`config.mk`:
```
export PLATFORM = sky130hd
export DESIGN_NAME = board_specific_top
export DESIGN_NICKNAME = d
export VERILOG_FILES = /design/src/logic/display_pkg.sv /design/src/logic/board_pkg.sv /design/src/logic/count_ctrl_if.sv /design/src/logic/board_specific_top.sv /design/src/logic/digit_scan.sv /design/src/logic/bcd_digit.sv /design/src/logic/key_frontend.sv /design/src/logic/tick_gen.sv
export SDC_FILE = /design/constraint.sdc
export NUM_CORES = 1
export LEC_CHECK = 0
export BUFFER_PORTS_ARGS = -buffer_cell sky130_fd_sc_hd__clkbuf_2
export CORE_ASPECT_RATIO = 0.7
export CORE_MARGIN = 2
export CORE_UTILIZATION = 42
export DETAILED_ROUTE_END_ITERATION = 6
export SKIP_LAST_GASP = 1
export SLEW_MARGIN = 20
export SYNTH_ARGS = -nofsm -noshare
export SYNTH_HDL_FRONTEND = slang
export SYNTH_SLANG_ARGS = --single-unit
```
`constraint.sdc`:
```
create_clock -name clk -period 2.54 [get_ports clk]
set_input_delay 0.508 -clock clk [delete_from_list [all_inputs] [get_ports clk]]
set_output_delay 0.508 -clock clk [all_outputs]
set_load 0.03 [all_outputs]
```
`src/logic/display_pkg.sv`:
```
package display_pkg;

    //----------------------------------------------------------
    // Counter digits
    //----------------------------------------------------------

    localparam n_digits = 4;  // Display shows 0000 to 9999

    typedef logic [3:0] bcd_t;  // One decimal digit, 0 to 9

    //----------------------------------------------------------
    // Seven-segment word
    //----------------------------------------------------------

    // Field a is the MSB of the raw vector, h (decimal point) the LSB.
    // The board expects the opposite order, so the driver reverses
    // the raw vector before it reaches the pins.

    typedef struct packed
    {
        logic a;  // Top
        logic b;  // Upper right
        logic c;  // Lower right
        logic d;  // Bottom
        logic e;  // Lower left
        logic f;  // Upper left
        logic g;  // Middle
        logic h;  // Decimal point
    } seg_fields_s;

    typedef union packed
    {
        seg_fields_s seg;  // Set by segment name when encoding
        logic [7:0]  raw;  // Same bits as a vector, a in bit 7
    } seg_word_u;

    localparam seg_word_u seg_blank = '0;  // All segments dark

    // Decimal to segment table, lit segments per digit:
    //   0 abcdef     5 acdfg
    //   1 bc         6 acdefg
    //   2 abdeg      7 abc
    //   3 abcdg      8 abcdefg
    //   4 bcfg       9 abcdfg
    // The decimal point h is never lit. Codes 10 to 15 are blank.

endpackage

```
`src/logic/board_pkg.sv`:
```
package board_pkg;

    //----------------------------------------------------------
    // Board I/O widths
    //----------------------------------------------------------

    localparam w_key = 3;  // Push buttons, active low on the pins
    localparam w_led = 4;  // Status LEDs, active high

    //----------------------------------------------------------
    // Key functions
    //----------------------------------------------------------

    // Each key acts on its press edge only

    localparam key_run   = 0;  // Start and stop the count
    localparam key_dir   = 1;  // Toggle up or down
    localparam key_clear = 2;  // Return all digits to zero

    //----------------------------------------------------------
    // LED functions
    //----------------------------------------------------------

    localparam led_run  = 0;  // Counter is running
    localparam led_down = 1;  // Counting down
    localparam led_tick = 2;  // Toggles on every counted tick
    localparam led_ovf  = 3;  // Sticky, last digit wrapped

    //----------------------------------------------------------
    // Input conditioning
    //----------------------------------------------------------

    // Flops between the pin and the debounce logic.
    // Keys are asynchronous to clk, so two is the minimum.

    localparam sync_stages = 2;

endpackage
```
`src/logic/count_ctrl_if.sv`:
```
interface count_ctrl_if;

    logic step;     // One-cycle count enable, tick gated by run
    logic down;     // Count direction, high means decrement
    logic clear;    // One-cycle pulse, zero all digits
    logic running;  // Run state level
    logic tick;     // Raw tick, ungated

    // Key front end drives the controls
    modport ctrl
    (
        output step,
        output down,
        output clear,
        output running,
        output tick
    );

    // Digits and the display driver only listen
    modport digit
    (
        input step,
        input down,
        input clear,
        input running,
        input tick
    );

endinterface

```
`src/logic/board_specific_top.sv`:
```
module board_specific_top
# (
    parameter   tick_period     = 2_700_000,  // 10 Hz count at 27 MHz
                debounce_cycles = 270_000,    // About 10 ms
                scan_period     = 27_000      // 1 ms per digit
)
(
    input                                  clk,
    input                                  rst_n,

    input  [board_pkg::w_key       - 1:0]  key,

    output [board_pkg::w_led       - 1:0]  led,

    output [                         7:0]  abcdefgh,
    output [display_pkg::n_digits  - 1:0]  digit
);

    //----------------------------------------------------------

    logic [board_pkg::w_key - 1:0]  key_pressed;
    logic                           tick;
    logic [display_pkg::n_digits:0] carry;  // Ripple chain between digits
    display_pkg::bcd_t              values [display_pkg::n_digits];

    count_ctrl_if ctrl_if ();

    assign key_pressed = ~ key;  // Keys pull low when pressed

    //----------------------------------------------------------

    tick_gen # (.tick_period (tick_period))
    i_tick_gen
    (
        .clk   ( clk   ),
        .rst_n ( rst_n ),
        .tick  ( tick  )
    );

    key_frontend # (.debounce_cycles (debounce_cycles))
    i_key_frontend
    (
        .clk         ( clk         ),
        .rst_n       ( rst_n       ),
        .key_pressed ( key_pressed ),
        .tick        ( tick        ),
        .ctrl        ( ctrl_if     )
    );

    //----------------------------------------------------------
    // Counter digits, least significant first
    //----------------------------------------------------------

    assign carry [0] = ctrl_if.step;

    generate
        genvar i;

        for (i = 0; i < display_pkg::n_digits; i ++)
        begin : dig
            bcd_digit i_digit
            (
                .clk       ( clk          ),
                .rst_n     ( rst_n        ),
                .ctrl      ( ctrl_if      ),
                .carry_in  ( carry [i]     ),
                .carry_out ( carry [i + 1] ),
                .value     ( values [i]    )
            );
        end
    endgenerate

    //----------------------------------------------------------

    digit_scan # (.scan_period (scan_period))
    i_digit_scan
    (
        .clk      ( clk                            ),
        .rst_n    ( rst_n                          ),
        .ctrl     ( ctrl_if                        ),
        .values   ( values                         ),
        .overflow ( carry [display_pkg::n_digits]  ),
        .abcdefgh ( abcdefgh                       ),
        .digit    ( digit                          ),
        .led      ( led                            )
    );

endmodule

```
`src/logic/digit_scan.sv`:
```
module digit_scan
# (
    parameter scan_period = 27_000
)
(
    input  logic                                  clk,
    input  logic                                  rst_n,
    count_ctrl_if.digit                           ctrl,
    input  display_pkg::bcd_t                     values [display_pkg::n_digits],
    input  logic                                  overflow,
    output logic [7:0]                            abcdefgh,
    output logic [display_pkg::n_digits - 1:0]    digit,
    output logic [board_pkg::w_led - 1:0]         led
);

    localparam w_cnt = scan_period > 1 ? $clog2(scan_period) : 1;
    localparam w_idx = display_pkg::n_digits > 1 ? $clog2(display_pkg::n_digits) : 1;

    logic [w_cnt - 1:0]                 scan_cnt;
    logic [w_idx - 1:0]                 scan_idx;   // Digit being shown
    logic [display_pkg::n_digits - 1:0] digit_next;
    display_pkg::seg_word_u             seg_next;

    logic tick_led_q;
    logic ovf_led_q;

    function automatic display_pkg::seg_word_u encode_bcd(input display_pkg::bcd_t bcd);
        display_pkg::seg_word_u w;
        w = display_pkg::seg_blank;
        w.seg.a = bcd inside {4'd0, 4'd2, 4'd3, 4'd5, 4'd6, 4'd7, 4'd8, 4'd9};
        w.seg.b = bcd inside {4'd0, 4'd1, 4'd2, 4'd3, 4'd4, 4'd7, 4'd8, 4'd9};
        w.seg.c = bcd inside {4'd0, 4'd1, 4'd3, 4'd4, 4'd5, 4'd6, 4'd7, 4'd8, 4'd9};
        w.seg.d = bcd inside {4'd0, 4'd2, 4'd3, 4'd5, 4'd6, 4'd8, 4'd9};
        w.seg.e = bcd inside {4'd0, 4'd2, 4'd6, 4'd8};
        w.seg.f = bcd inside {4'd0, 4'd4, 4'd5, 4'd6, 4'd8, 4'd9};
        w.seg.g = bcd inside {4'd2, 4'd3, 4'd4, 4'd5, 4'd6, 4'd8, 4'd9};
        return w;
    endfunction

    // Board pins are wired h first
    function automatic logic [7:0] to_board(input display_pkg::seg_word_u w);
        return {<<{w.raw}};
    endfunction

    //----------------------------------------------------------
    // Digit scan
    //----------------------------------------------------------

    always_ff @(posedge clk)
    begin
        if (!rst_n)
        begin
            scan_cnt <= '0;
            scan_idx <= '0;
        end
        else if (scan_cnt == w_cnt'(scan_period - 1))
        begin
            scan_cnt <= '0;
            if (scan_idx == w_idx'(display_pkg::n_digits - 1))
                scan_idx <= '0;
            else
                scan_idx <= scan_idx + 1'b1;
        end
        else
            scan_cnt <= scan_cnt + 1'b1;
    end

    always_comb
    begin
        digit_next           = '0;
        digit_next[scan_idx] = 1'b1;
        seg_next             = encode_bcd(values[scan_idx]);
    end

    always_ff @(posedge clk)
    begin
        if (!rst_n)
        begin
            digit    <= {{(display_pkg::n_digits - 1){1'b0}}, 1'b1};  // Digit 0
            abcdefgh <= to_board(encode_bcd(4'd0));
        end
        else
        begin
            digit    <= digit_next;
            abcdefgh <= to_board(seg_next);
        end
    end

    //----------------------------------------------------------
    // Status LEDs
    //----------------------------------------------------------

    always_ff @(posedge clk)
    begin
        if (!rst_n)
        begin
            tick_led_q <= 1'b0;
            ovf_led_q  <= 1'b0;
        end
        else
        begin
            if (ctrl.tick & ctrl.running)
                tick_led_q <= ~tick_led_q;  // One toggle per counted tick

            if (ctrl.clear)
                ovf_led_q <= 1'b0;
            else if (overflow)
                ovf_led_q <= 1'b1;  // Held until the next clear
        end
    end

    assign led[board_pkg::led_run]  = ctrl.running;
    assign led[board_pkg::led_down] = ctrl.down;
    assign led[board_pkg::led_tick] = tick_led_q;
    assign led[board_pkg::led_ovf]  = ovf_led_q;

endmodule

```
`src/logic/bcd_digit.sv`:
```
module bcd_digit
(
    input  logic                clk,
    input  logic                rst_n,
    count_ctrl_if.digit         ctrl,
    input  logic                carry_in,
    output logic                carry_out,
    output display_pkg::bcd_t   value
);

    display_pkg::bcd_t value_q;
    logic              at_limit;  // Next step in this direction wraps

    assign at_limit = ctrl.down ? (value_q == 4'd0) : (value_q == 4'd9);

    // Ripples to the next digit in the same cycle.
    // A clear wins over the step, so no carry then.
    assign carry_out = carry_in & at_limit & ~ctrl.clear;

    //----------------------------------------------------------
    // Decimal up/down register
    //----------------------------------------------------------

    always_ff @(posedge clk)
    begin
        if (!rst_n)
            value_q <= '0;
        else if (ctrl.clear)
            value_q <= '0;
        else if (carry_in)
        begin
            if (ctrl.down)
            begin
                if (value_q == 4'd0)
                    value_q <= 4'd9;  // Borrow
                else
                    value_q <= value_q - 4'd1;
            end
            else
            begin
                if (value_q == 4'd9)
                    value_q <= 4'd0;  // Carry
                else
                    value_q <= value_q + 4'd1;
            end
        end
    end

    assign value = value_q;

endmodule

```
`src/logic/key_frontend.sv`:
```
module key_frontend
# (
    parameter debounce_cycles = 270_000
)
(
    input  logic                         clk,
    input  logic                         rst_n,
    input  logic [board_pkg::w_key - 1:0] key_pressed,
    input  logic                         tick,
    count_ctrl_if.ctrl                   ctrl
);

    localparam w_cnt    = debounce_cycles > 1 ? $clog2(debounce_cycles) : 1;
    localparam sync_msb = board_pkg::sync_stages - 1;

    logic [board_pkg::sync_stages - 1:0] sync_q     [board_pkg::w_key];
    logic [w_cnt - 1:0]                  stable_cnt [board_pkg::w_key];

    logic [board_pkg::w_key - 1:0] deb_q;       // Debounced key levels
    logic [board_pkg::w_key - 1:0] deb_prev_q;  // Levels one cycle ago
    logic [board_pkg::w_key - 1:0] press;       // Press edges

    logic running_q;
    logic down_q;
    logic clear_q;

    //----------------------------------------------------------
    // Synchronize and debounce
    //----------------------------------------------------------

    // A new level is taken only after it differs from the
    // debounced one for debounce_cycles cycles in a row

    always_ff @(posedge clk)
    begin
        if (!rst_n)
        begin
            for (int i = 0; i < board_pkg::w_key; i++)
            begin
                sync_q[i]     <= '0;
                stable_cnt[i] <= '0;
            end
            deb_q      <= '0;
            deb_prev_q <= '0;
        end
        else
        begin
            for (int i = 0; i < board_pkg::w_key; i++)
            begin
                sync_q[i] <= {sync_q[i][board_pkg::sync_stages - 2:0], key_pressed[i]};

                if (sync_q[i][sync_msb] == deb_q[i])
                    stable_cnt[i] <= '0;  // Bounce back, start over
                else if (stable_cnt[i] == w_cnt'(debounce_cycles - 1))
                begin
                    deb_q[i]      <= sync_q[i][sync_msb];
                    stable_cnt[i] <= '0;
                end
                else
                    stable_cnt[i] <= stable_cnt[i] + 1'b1;
            end

            deb_prev_q <= deb_q;
        end
    end

    assign press = deb_q & ~deb_prev_q;  // Release edges are ignored

    //----------------------------------------------------------
    // Run, direction and clear
    //----------------------------------------------------------

    always_ff @(posedge clk)
    begin
        if (!rst_n)
        begin
            running_q <= 1'b0;
            down_q    <= 1'b0;
            clear_q   <= 1'b0;
        end
        else
        begin
            running_q <= running_q ^ press[board_pkg::key_run];
            down_q    <= down_q    ^ press[board_pkg::key_dir];
            clear_q   <= press[board_pkg::key_clear];  // One cycle per press
        end
    end

    assign ctrl.step    = tick & running_q;
    assign ctrl.down    = down_q;
    assign ctrl.clear   = clear_q;
    assign ctrl.running = running_q;
    assign ctrl.tick    = tick;

endmodule

```
`src/logic/tick_gen.sv`:
```
module tick_gen
# (
    parameter tick_period = 2_700_000
)
(
    input  logic clk,
    input  logic rst_n,
    output logic tick
);

    localparam w_cnt = tick_period > 1 ? $clog2(tick_period) : 1;

    logic [w_cnt - 1:0] cnt_q;  // Cycles left until the next strobe

    //----------------------------------------------------------
    // Reloading down-counter
    //----------------------------------------------------------

    // Strobe comes one cycle after the counter hits zero, which
    // puts the first one tick_period cycles after reset.

    always_ff @(posedge clk)
    begin
        if (!rst_n)
        begin
            cnt_q <= w_cnt'(tick_period - 1);
            tick  <= 1'b0;
        end
        else if (cnt_q == '0)
        begin
            cnt_q <= w_cnt'(tick_period - 1);  // Reload
            tick  <= 1'b1;
        end
        else
        begin
            cnt_q <= cnt_q - 1'b1;
            tick  <= 1'b0;
        end
    end

endmodule

```
==> results.ini <==
[min_path]
hold_path_class=in -> reg
hold_path_end=i_key_frontend.sync_q[0][0]$_SDFF_PN0_
min_from=key[0]
hold_path_depth=2

[synthesis]
ys.flop_type=dfxtp_1
synth.area.mux_share_pct=2.887
synth.distinct_cells=59
ys_seq_elements=141
async_flop_share_pct=0
yosysWarnings=0
synth_compound_area_share_pct=7.049
synth_xor_xnor_area_share_pct=11.53
netlist_area_um2=7064
yosysSeqAreaShare_pct=48.03
synth_top_family_by_area=simple AND/OR/NAND/NOR gates
synth-simple-area-share_pct=25.08
synth_edf_count=57
syn_area_per_cell_um2=9.382
synth_cells=753
yosys.area_share.adder_pct=1.771

[power_and_ir_drop]
swShare_pct=21.97
pwr-share-clk_pct=48.5
intPower_w=0.003926
p_comb_share_pct=2.6
p_leak_nw=2.933
pwr_density_cell_nw_per_um2=618.8
pwr-share-seq_pct=48.9
vdd_ir_drop_max_v=0.0003873
net-switching-power_w=0.001105

[clock_network]
htreeDepth=4
insertion_delay_ps=420
cts_hold_buf=0
root_buffer=clkbuf_16
clk_pin_slew_ps=60
cts_resized=0
clockBufferDepth=2
post_cts_buffers=0
numCtsBuffers=17
cts.sink_count=141
cts_tree=done

[die]
start_util_pct=43.09
core_um2=16400
die_area_um2=17890
io_pins=21
die_x_um=159.0
die_y_um=112.5
num_rows=39

[grt]
gr-total-overflow=0
grt_first_pass_wirelength_um=23580
track_usage_pct=15.96
grt_start_max_net_pins=30
grt_pass1_vias=5063
antenna_found_initial=0

[setup_path]
startpoint=i_tick_gen.cnt_q[5]$_SDFF_PP0_
reg2reg_depth=5
cp_data_required_time_ps=2820
worstSetupPathType=reg -> reg
worstSetupEndpointType=flip-flop
critPathLaunchType=flip-flop
cp_max_fo=7
cpLargestDelayFamily=simple AND/OR/NAND/NOR gates
slowest_stage=or4_1
critical-path-max-stage-delay_ps=610
cp.buffers_inverters=0
r2r_end=i_tick_gen.cnt_q[14]$_SDFF_PP0_
reg2reg_slack_ps=300
reg2reg_from=i_tick_gen.cnt_q[5]$_SDFF_PP0_
arrival_ps=2520
worstPathCellList=or4_1 > nor4_1 > nand2_1 > o21ai_1 > nor2_1

[routing]
drt_first_pass_iters=5
drt_iter0_markers=420
vias_per_cell=4.938
avgRoutedWirePerCell_um=12.77
drc=0
routed_wl_um=13480
via_count=5210
ant_nets=0

[placement]
dp_hpwl_um=9512
gp_congestion=0.7421
post-place-ws_ps=320.2
portBuffers=19

[sta]
setup_violations=0
rsz0062_at_grt=false
tns_ps=0
worst_pin_slew_ps=697.0
fmax_mhz=445.5
slew_headroom_pct=52.88
maxSlewViolCount=0
finalCritPeriodShare_pct=88.37
fin_crit_ps=2245
finalClockSkew_ps=13.16
worst_slack_ps=295.3
hold_violations=0

[flow_run]
cap_viol_max_count=0

[cells_and_area]
fin_nets=832
drive_above_1_share_pct=9.277
diodes=0
area_delta_synth_final_pct=15.09

[run_status]
status=finished clean

==> worst register-to-register path, stage by stage (launching register included) <==
cell     delay (ps)
dfxtp_1         320
or4_1           610
nor4_1          360
nand2_1         250
o21ai_1         450
nor2_1          110
==> layout by cell type (no fill, tap or decap), types with 4 or more instances in the layout <==
cell       count
nor2_1       145
dfxtp_1       84
nand2_1       59
conb_1        58
edfxtp_1      57
xor2_1        47
xnor2_1       46
nand3_1       39
clkbuf_16     19
clkbuf_2      19
inv_1         18
o21ai_0       16
a21oi_1       15
and2_1        13
nor4_1        12
nand4_1       12
and3_1        11
nor2b_1       10
ha_1          10
buf_4         10
nand2b_1       9
nor3_1         9
mux2i_1        8
or3_1          8
and4_1         7
a31oi_1        6
nand3b_1       6
o22ai_1        5
nor4b_1        5
or2_2          4
o31ai_1        4
nor3b_1        4
nand4b_1       4
mux4_2         4
==> through the flow <==
stage	power, W	std cells	util (%)	cell area, um^2	hold slack (ps)
floorplan	0.002597	809	-	7274	367.4
global placement	0.002630	1023	46.01	7543	372.5
detailed placement	0.002638	1023	46.01	7543	384.0
CTS	0.005083	1055	49.59	8130	252.8
global route	0.005213	1055	49.59	8130	249.4
finish	0.005031	1055	49.59	8130	259.0
==> sequential cells by signal, indices dropped and copies added (netlist names) <==
| signal | count |
|---|---|
| i_key_frontend.stable_cnt | 57 |
| i_tick_gen.cnt_q | 22 |
| dig.i_digit.value | 16 |
| i_digit_scan.scan_cnt | 15 |
| i_digit_scan.abcdefgh | 7 |
| i_key_frontend.sync_q | 6 |
| i_digit_scan.digit | 4 |
| i_key_frontend.deb_prev_q | 3 |
| i_key_frontend.deb_q | 3 |
| i_digit_scan.scan_idx | 2 |
| i_digit_scan.ovf_led_q | 1 |
| i_digit_scan.tick_led_q | 1 |
| i_key_frontend.ctrl.clear | 1 |
| i_key_frontend.ctrl.down | 1 |
| i_key_frontend.ctrl.running | 1 |
| i_tick_gen.tick | 1 |
==> metal layers <==
layer	up-vias	GRT usage (%)	routed length [um]
met5	-	0	0
met3	11	3.548	384
li1	2670	-	-
met1	2468	21.60	6856
met4	0	4.727	90
met2	61	25.80	6145
==> area by class of cell <==
type                            count  area (um^2)
Timing Repair Buffer               29        170.2
Clock inverter                     11        103.9
Fill cell                        1555         8265
Clock buffer                       21        483.0
Inverter                           18        67.56
Sequential cell                   141         3393
Tap cell                          225        281.5
Multi-Input combinational cell    610         3631
==> synthesized netlist by cell type (7+ instances only) <==
| cell type | number | area (um^2) |
|---|---|---|
| or3_1 | 8 | 50.05 |
| ha_1 | 10 | 125.1 |
| nand2b_1 | 9 | 56.30 |
| nor4_1 | 12 | 75.07 |
| nor2_1 | 145 | 544.3 |
| a21oi_1 | 15 | 75.07 |
| and3_1 | 11 | 68.82 |
| mux2i_1 | 8 | 80.08 |
| nand3_1 | 39 | 195.2 |
| and4_1 | 7 | 61.31 |
| nor3_1 | 9 | 45.04 |
| nor2b_1 | 10 | 62.56 |
| clkbuf_1 | 28 | 105.1 |
| inv_1 | 18 | 67.56 |
| nand4_1 | 12 | 75.07 |
| edfxtp_1 | 57 | 1712 |
| and2_1 | 13 | 81.33 |
| xnor2_1 | 46 | 402.9 |
| o21ai_0 | 16 | 80.08 |
| dfxtp_1 | 84 | 1682 |
| xor2_1 | 47 | 411.6 |
| nand2_1 | 59 | 221.5 |
==> cell families after synthesis <==
group | count (synthesis)
AO/OA/AOI/OAI | 70
XOR/XNOR | 93
adder cells (fa/ha/maj) | 10
buffers and inverters | 58
flip-flops | 141
multiplexers | 15
other | 2
AND/OR/NAND/NOR | 364
==> worst max path at each step <==
| stage | endpoint | slack (ps) | cells after the start |
|---|---|---|---|
| 2_1_floorplan | i_key_frontend.stable_cnt[2][10]$_SDFFCE_PN0P_ | 400 | 6 |
| 3_3_place_gp | dig[3].i_digit.value[1]$_SDFFE_PP0P_ | 360 | 5 |
| 3_5_place_dp | dig[3].i_digit.value[1]$_SDFFE_PP0P_ | 320 | 5 |
| 4_1_cts | dig[3].i_digit.value[1]$_SDFFE_PP0P_ | 300 | 5 |
| 5_1_grt | i_tick_gen.cnt_q[14]$_SDFF_PP0_ | 80 | 5 |
| 6_report | i_tick_gen.cnt_q[14]$_SDFF_PP0_ | 300 | 5 |
==> power by group through the flow <==
stage	registers [W]	logic, W	clock network (W)
global placement	0.00250	0.000127	0
floorplan	0.00249	0.000106	0
global route	0.00247	0.000155	0.00259
finish	0.00246	0.000133	0.00244
detailed placement	0.00251	0.000131	0
CTS	0.00246	0.000132	0.00249
Note: power is estimated with default switching activity, not from simulation.
